$ cat config.mk
export PLATFORM = sky130hd
export DESIGN_NAME = osd_overlay_top
export DESIGN_NICKNAME = d
export VERILOG_FILES = /design/src/osd_pkg.sv /design/src/osd_overlay_top.sv /design/src/osd_output_mux.sv /design/src/osd_lane_blend.sv /design/src/osd_glyph_fetch.sv /design/src/osd_delay_line.sv
export SDC_FILE = /design/constraint.sdc
export NUM_CORES = 1
export LEC_CHECK = 0
export ABC_CLOCK_PERIOD_IN_PS = 3000
export BUFFER_PORTS_ARGS = -buffer_cell sky130_fd_sc_hd__buf_4
export CORE_UTILIZATION = 45
export DETAILED_ROUTE_END_ITERATION = 8
export GPL_TIMING_DRIVEN = 0
export MAX_ROUTING_LAYER = met4
export PLACE_DENSITY = 0.63
export SLEW_MARGIN = 20
export SYNTH_ARGS = -nofsm -noshare
export SYNTH_HDL_FRONTEND = slang
export SYNTH_SLANG_ARGS = --single-unit
$ cat constraint.sdc
create_clock -name clk -period 3 [get_ports clk]
set_input_delay 0.15 -clock clk [delete_from_list [all_inputs] [get_ports clk]]
set_output_delay 0.15 -clock clk [all_outputs]
set_load 0.005 [all_outputs]
$ cat src/font.hex
// one 16-bit glyph row per line, char 0 row 0 first, bit 15 is the leftmost pixel
3C00
6618
6E24
7642
667E
6642
3C42
0000
1800
3899
1842
1824
1818
1824
7E42
0099
3C0F
661E
0C3C
1878
30F0
60E1
7EC3
0087
3CFF
6681
0CBD
06A5
66A5
66BD
3C81
00FF
0C01
1C02
3C04
6C08
FE10
0C20
0C40
0080
7EAA
6055
7CAA
0655
06AA
6655
3CAA
0055
FFFF
8001
8001
8001
8001
8001
8001
FFFF
AA55
55AA
AA55
55AA
AA55
55AA
AA55
55AA

$ cat src/osd_pkg.sv
// shared widths, colours and instruction layout for the osd overlay
// eight 30-bit pixels per clock, lane 0 in the top bits, r g b from msb
// instruction from msb: enable, char, row, hoff, color
package osd_pkg;

	//////////////////////////////
	// pixel bus
	localparam int comp_w  = 10;
	localparam int lanes   = 8;
	localparam int pixel_w = 3 * comp_w;
	localparam int bus_w   = lanes * pixel_w;

	//////////////////////////////
	// instruction fields
	localparam int char_w  = 3;
	localparam int row_w   = 3;
	localparam int hoff_w  = 3;
	localparam int color_w = 3;
	localparam int instr_w = 1 + char_w + row_w + hoff_w + color_w;

	localparam int instr_color_lsb = 0;
	localparam int instr_hoff_lsb  = instr_color_lsb + color_w;
	localparam int instr_row_lsb   = instr_hoff_lsb + hoff_w;
	localparam int instr_char_lsb  = instr_row_lsb + row_w;
	localparam int instr_en_bit    = instr_char_lsb + char_w; // top bit

	// bits inside the colour field
	localparam int color_hl_bit  = 0;
	localparam int color_dim_bit = 1;
	localparam int color_sel_bit = 2;

	//////////////////////////////
	// font rom
	localparam int    glyph_w    = 16;
	localparam int    font_depth = 64;  // 8 chars x 8 rows
	localparam string font_file  = "/design/src/font.hex";

	//////////////////////////////
	// colours
	localparam logic [comp_w-1:0] front_r = 10'h3FF;
	localparam logic [comp_w-1:0] front_g = 10'h3FF;
	localparam logic [comp_w-1:0] front_b = 10'h3FF;

	localparam logic [comp_w-1:0] hlight_r = 10'h3FF;
	localparam logic [comp_w-1:0] hlight_g = 10'h000;
	localparam logic [comp_w-1:0] hlight_b = 10'h000;

	localparam logic [comp_w-1:0] sele_r = 10'h000;
	localparam logic [comp_w-1:0] sele_g = 10'h000;
	localparam logic [comp_w-1:0] sele_b = 10'h300;

	localparam logic [comp_w-1:0] back_lift = 10'h100; // grey added to quartered pixel
	localparam logic [comp_w-1:0] back_dim  = 10'h00F;

	//////////////////////////////
	// types
	typedef logic [pixel_w-1:0] pixel_t;
	typedef logic [bus_w-1:0]   bus_t;
	typedef logic [2:0]         sync_t; // {de, hs, vs}

endpackage
$ cat src/osd_overlay_top.sv
// osd overlay on an 8 pixel per clock stream, 5 clock latency on every output
// one instruction word per clock, no back-pressure, i_de only travels with the syncs
// lane 0 is the top pixel of the bus and takes the top window bit
`timescale 1ns/1ps

module osd_overlay_top (
	input  logic                         clk,
	input  logic                         i_rst_n,
	input  logic                         i_de,
	input  logic                         i_hs,
	input  logic                         i_vs,
	input  osd_pkg::bus_t                i_data,
	input  logic [osd_pkg::instr_w-1:0]  i_instr,
	output logic                         o_de,
	output logic                         o_hs,
	output logic                         o_vs,
	output osd_pkg::bus_t                o_data
);

	import osd_pkg::*;

	logic [lanes-1:0]   window;
	logic               glyph_en;
	logic [color_w-1:0] glyph_color;
	bus_t               pix_d3;      // original pixels at the window stage
	bus_t               blended;
	sync_t              sync_out;

	//////////////////////////////
	// glyph side, 3 clocks
	osd_glyph_fetch i_glyph_fetch (
		.clk      (clk),
		.i_rst_n  (i_rst_n),
		.i_instr  (i_instr),
		.o_window (window),
		.o_en     (glyph_en),
		.o_color  (glyph_color)
	);

	// pixels to the same point
	osd_delay_line #(
		.T_payload (bus_t),
		.depth     (3)
	) i_pixel_delay (
		.clk     (clk),
		.i_rst_n (i_rst_n),
		.i_data  (i_data),
		.o_data  (pix_d3)
	);

	//////////////////////////////
	// eight lanes, glyph msb to lane 0
	for (genvar lane_idx = 0; lane_idx < lanes; lane_idx++) begin : g_lane
		osd_lane_blend i_lane_blend (
			.clk         (clk),
			.i_glyph_bit (window[lanes-1-lane_idx]),
			.i_color     (glyph_color),
			.i_pixel     (pix_d3[bus_w-1-lane_idx*pixel_w -: pixel_w]),
			.o_pixel     (blended[bus_w-1-lane_idx*pixel_w -: pixel_w])
		);
	end

	osd_output_mux i_output_mux (
		.clk       (clk),
		.i_rst_n   (i_rst_n),
		.i_en      (glyph_en),
		.i_bypass  (pix_d3),
		.i_blended (blended),
		.o_data    (o_data)
	);

	//////////////////////////////
	// syncs, same 5 clocks as o_data
	osd_delay_line #(
		.T_payload (sync_t),
		.depth     (5)
	) i_sync_delay (
		.clk     (clk),
		.i_rst_n (i_rst_n),
		.i_data  ({i_de, i_hs, i_vs}),
		.o_data  (sync_out)
	);

	assign {o_de, o_hs, o_vs} = sync_out;

endmodule

$ cat src/osd_output_mux.sv
// picks blended or original bus, o_data registered, clears on reset
// bypass and enable arrive a clock before the blended bus
`timescale 1ns/1ps

module osd_output_mux (
	input  logic          clk,
	input  logic          i_rst_n,
	input  logic          i_en,
	input  osd_pkg::bus_t i_bypass,
	input  osd_pkg::bus_t i_blended,
	output osd_pkg::bus_t o_data
);

	import osd_pkg::*;

	logic en_q;     // aligned with lane outputs
	bus_t bypass_q;

	always_ff @(posedge clk) begin
		if (!i_rst_n) begin
			en_q <= 1'b0;
		end else begin
			en_q <= i_en;
		end
	end

	always_ff @(posedge clk) begin
		bypass_q <= i_bypass;
	end

	//////////////////////////////
	// output register
	always_ff @(posedge clk) begin
		if (!i_rst_n) begin
			o_data <= '0;
		end else if (en_q) begin
			o_data <= i_blended;   // overlay
		end else begin
			o_data <= bypass_q;    // pass through untouched
		end
	end

endmodule

$ cat src/osd_lane_blend.sv
// one pixel lane, registered, 1 clock
// priority: glyph bit, then select row, then dim, then quartered pixel
`timescale 1ns/1ps

module osd_lane_blend (
	input  logic                         clk,
	input  logic                         i_glyph_bit,
	input  logic [osd_pkg::color_w-1:0]  i_color,
	input  osd_pkg::pixel_t              i_pixel,
	output osd_pkg::pixel_t              o_pixel
);

	import osd_pkg::*;

	logic [comp_w-1:0] r_in, g_in, b_in;

	assign r_in = i_pixel[pixel_w-1 -: comp_w];
	assign g_in = i_pixel[pixel_w-1-comp_w -: comp_w];
	assign b_in = i_pixel[comp_w-1:0];

	always_ff @(posedge clk) begin
		if (i_glyph_bit) begin
			if (i_color[color_hl_bit]) begin
				o_pixel <= {hlight_r, hlight_g, hlight_b};
			end else begin
				o_pixel <= {front_r, front_g, front_b};
			end
		end else if (i_color[color_sel_bit]) begin
			o_pixel <= {sele_r, sele_g, sele_b};
		end else if (i_color[color_dim_bit]) begin
			o_pixel <= {back_dim, back_dim, back_dim};
		end else begin
			o_pixel <= {(r_in >> 2) + back_lift, (g_in >> 2) + back_lift, (b_in >> 2) + back_lift};
		end
	end

endmodule

$ cat src/osd_glyph_fetch.sv
// instruction to glyph window in 3 clocks, one instruction per clock
// font rom contents come from font_file at elaboration
// only the enable is reset, colour and window follow it
`timescale 1ns/1ps

module osd_glyph_fetch (
	input  logic                         clk,
	input  logic                         i_rst_n,
	input  logic [osd_pkg::instr_w-1:0]  i_instr,
	output logic [osd_pkg::lanes-1:0]    o_window,
	output logic                         o_en,
	output logic [osd_pkg::color_w-1:0]  o_color
);

	import osd_pkg::*;

	logic                       instr_en;
	logic [char_w-1:0]          instr_char;
	logic [row_w-1:0]           instr_row;
	logic [hoff_w-1:0]          instr_hoff;
	logic [color_w-1:0]         instr_color;

	logic [glyph_w-1:0]         font_rom [font_depth];
	logic [char_w+row_w-1:0]    rom_addr;
	logic [glyph_w-1:0]         rom_word;
	logic [glyph_w-1:0]         shifted;
	logic [lanes-1:0]           window_q;

	logic                       en_d1, en_d2, en_d3;
	logic [color_w-1:0]         color_d1, color_d2, color_d3;
	logic [hoff_w-1:0]          hoff_d1, hoff_d2;

	// field decode
	assign instr_en    = i_instr[instr_en_bit];
	assign instr_char  = i_instr[instr_char_lsb +: char_w];
	assign instr_row   = i_instr[instr_row_lsb +: row_w];
	assign instr_hoff  = i_instr[instr_hoff_lsb +: hoff_w];
	assign instr_color = i_instr[instr_color_lsb +: color_w];

	initial begin
		$readmemh(font_file, font_rom);
	end

	//////////////////////////////
	// address, rom read, window
	assign shifted = rom_word << hoff_d2; // offset slides the glyph left

	always_ff @(posedge clk) begin
		rom_addr <= {instr_char, instr_row}; // char * 8 + row
		rom_word <= font_rom[rom_addr];
		window_q <= shifted[glyph_w-1 -: lanes];
	end

	//////////////////////////////
	// sideband alongside the data
	always_ff @(posedge clk) begin
		if (!i_rst_n) begin
			en_d1 <= 1'b0;
			en_d2 <= 1'b0;
			en_d3 <= 1'b0;
		end else begin
			en_d1 <= instr_en;
			en_d2 <= en_d1;
			en_d3 <= en_d2;
		end
	end

	always_ff @(posedge clk) begin
		color_d1 <= instr_color;
		color_d2 <= color_d1;
		color_d3 <= color_d2;
		hoff_d1  <= instr_hoff;
		hoff_d2  <= hoff_d1;    // lines up with rom_word
	end

	assign o_window = window_q;
	assign o_en     = en_d3;
	assign o_color  = color_d3;

endmodule

$ cat src/osd_delay_line.sv
// fixed latency of exactly depth clocks, depth must be at least 1
// every stage clears on reset, payload type must be a packed type
`timescale 1ns/1ps

module osd_delay_line #(
	parameter type         T_payload = logic,
	parameter int unsigned depth     = 1
) (
	input  logic     clk,
	input  logic     i_rst_n,
	input  T_payload i_data,
	output T_payload o_data
);

	T_payload stage [depth]; // stage 0 nearest the input

	always_ff @(posedge clk) begin
		if (!i_rst_n) begin
			for (int i = 0; i < depth; i++) begin
				stage[i] <= '0;
			end
		end else begin
			stage[0] <= i_data;
			for (int i = 1; i < depth; i++) begin
				stage[i] <= stage[i-1];
			end
		end
	end

	assign o_data = stage[depth-1];

endmodule

==> reports/qor.yml <==
timing:
  rsz0062_at_grt: "false"
  setup_viol: 0
  hold_ws_ns: 0.132
  worst_pin_slew_ns: 0.737
  finalSetupTns_ns: 0
  slew_viol_final: 0
  period_share_pct: 64.8
  fmaxAchievable_mhz: 515
  hold_viol: 0
  period_needed_ns: 1.94
  clock_skew_ns: 0.0190
  slew_headroom_pct: 50.8
global_routing:
  grtUsageTotal_pct: 20.0
  antenna_found_initial: 10
  grt_pass1_wl_mm: 120
  grt_overflow_total: 0
  grt_pass1_vias: 21817
  grt_max_degree: 17
critical_path:
  ff2ff_path_depth: 4
  r2r-end: "i_output_mux.o_data[168]"
  crit_type: "flip-flop to flip-flop"
  ff2ff_setup_slack_ns: 1.06
  crit_path_end_kind: "flip-flop"
  arrival_ns: 2.56
  cp.required_ns: 3.62
  worstSetupStartpointType: "flip-flop"
  critical_path.max_fanout: 12
  timing.rr.start: "i_output_mux.en_q"
floorplanning:
  die_y_um: 287
  die-area_um2: 82200
  rows: 104
  initial_core_util_pct: 45.4
  die_x_um: 287
  pin_count: 501
  core-area_um2: 80400
placement:
  dp_hpwl_mm: 54.2
  portBuffers: 489
  gp_congestion: 0.818
clocking:
  numCtsBuffers: 132
  clock-root-buffer: "clkbuf_16"
  cts_tree: "yes"
  clk_latency_ns: 0.70
  ctsResizeCount: 0
  cts_buffer_depth: 3
  cts_sinks: 1356
  cts_setup_buffers: 0
  clk_pin_slew_worst_paths_ns: 0.06
  cts_max_level: 4
logic_synthesis:
  async_flop_share_pct: 0
  ys_seq_elements: 1356
  synth_warnings: 0
  synth.cell_area_um2: 36500
  syn_avg_cell_area_um2: 12.8
  synth_top_area_cell: "dfxtp_1"
  syn_inst: 2840
  yosysUniqueCellTypes: 16
  synth_area_leaders: "dfxtp_1 (74%), and2_1 (14%), mux2i_1 (3.5%)"
  synth_edf_count: 0
  synth_top_area_share_pct: 74.4
  seq_area_frac_synth_pct: 74.4
  synthMostInstantiatedCell: "dfxtp_1"
  synthTopCellsByCount: "dfxtp_1 (1,356), and2_1 (811), nor2_1 (129)"
  synth.net_count: 3098
  ys.flop_type: "dfxtp_1"
hold_path:
  hold_end: "i_glyph_fetch.color_d1[2]"
  hp-start: "i_instr[2]"
  hold_class: "input pin to flip-flop"
  worstHoldPathCells: 2
power:
  irDropWorstVdd_v: 0.000461
  power.density_nw_per_um2: 749
  leakagePower_uw: 0.0203
run:
  cap_violations: 0
detailed_routing:
  drt_iter0_drc: 626
  drt-wirelength-per-cell_um: 16.3
  firstDrtPassIters: 6
  totalWireLength_mm: 79.6
  drc_errors: 0
  vias: 20952
  ant_nets: 0
  drt-vias-per-instance: 4.29
final_layout:
  syn_to_final_growth_pct: 32.1
  n_fill_cell: 6396
  nets: 3967
  layout-drive-gt1-share_pct: 19.4
status:
  status: "complete, no violations"
-- state kept, by name, indices dropped and copies added, names as in the netlist --
name,count
i_sync_delay.stage,15
i_output_mux.o_data,240
i_glyph_fetch.o_color,2
i_pixel_delay.stage,720
i_glyph_fetch.en_d2,1
i_glyph_fetch.en_d1,1
i_glyph_fetch.color_d1,2
i_glyph_fetch.o_en,1
i_output_mux.en_q,1
g_lane.i_lane_blend.o_pixel,131
i_glyph_fetch.color_d2,2
i_output_mux.bypass_q,240
-- kinds of logic (layout without fill, tap and decap cells) --
kind of cell	after synthesis	count (layout)	synth area share [%]
multiplexers	128	128	3.51
AND/OR/NAND/NOR	1097	1097	17.9
other	0	15	0
AO/OA/AOI/OAI	104	104	2.14
buffers and inverters	155	1122	2.03
flip-flops	1356	1356	74.4
-- stage by stage --
step | power [µW] | cells | cell area [µm²] | util [%] | worst slack, ns
after global placement | 20400 | 4389 | 41500 | 51.6 | 1.09
after global routing | 37500 | 4875 | 48200 | 59.9 | 0.888
final | 36100 | 4882 | 48200 | 59.9 | 1.06
after floorplan | 19700 | 2840 | 36500 | - | 1.95
after CTS | 36500 | 4867 | 48100 | 59.9 | 1.02
after detailed placement | 20400 | 4389 | 41500 | 51.6 | 1.04
-- worst max-delay path: stages, from the launching register on --
cell and delay [ns]:
dfxtp_1 0.33, buf_4 0.24, buf_4 0.44, nand2_1 0.54, a21boi_1 0.28
-- cells in the final DEF, fill, tap and decap left out, types with 4 or more instances in the layout --
cell type	n
buf_2	19
and2_1	811
buf_1	4
nand2b_1	25
o21a_1	80
clkbuf_1	134
nor2b_1	128
clkbuf_8	23
mux2i_1	128
clkinv_2	17
diode_2	15
dlygate4sd3_1	246
inv_6	6
a21boi_1	24
clkbuf_2	7
bufinv_16	5
buf_4	519
nor2_1	129
dfxtp_1	1356
clkbuf_16	134
-- how the worst max path moves through the flow --
| stage | to | slack (ns) | start |
|---|---|---|---|
| 2_1_floorplan | i_output_mux.o_data[110] | 1.95 | i_output_mux.en_q |
| 3_3_place_gp | i_output_mux.o_data[78] | 1.09 | i_output_mux.en_q |
| 3_5_place_dp | i_output_mux.o_data[138] | 1.04 | i_output_mux.en_q |
| 4_1_cts | i_output_mux.o_data[138] | 1.02 | i_output_mux.en_q |
| 5_1_grt | i_output_mux.o_data[138] | 0.89 | i_output_mux.en_q |
| 6_report | i_output_mux.o_data[168] | 1.06 | i_output_mux.en_q |
-- what timing repair did --
action                                  4_1_cts  5_1_grt
hold endpoints to repair                    246        0
hold buffers                                246        0
endpoints found under the setup margin        0        0
-- routing by layer --
metal  wire (µm)  share of wire, %  up-vias  GRT usage (%)
met4        2680               3.4        0           8.31
met3        4350               5.5      148           4.85
met2       38600                49      485           32.8
li1            -                 -    10546              -
met1       33900                43     9773           23.4
met5           0                 0        -              -
-- final cells by class --
cell class	instances	area, µm²	share of cell area, %
sequential	1356	27100	56.3
clock buffer	198	3820	7.94
tap	1060	1330	2.75
antenna	15	37.5	0.0779
timing repair buffer	735	6130	12.7
buffer	155	742	1.54
multi-input combinational	1329	8600	17.8
clock inverter	34	380	0.789
-- report_power, final --
part           leakage [µW]  switching [µW]  internal [µW]
logic               0.00708             618            840
clock network       0.00207            6580           9280
registers            0.0111             160          18600
total                0.0203            7360          28700
Note: power is estimated with default switching activity, not from simulation.
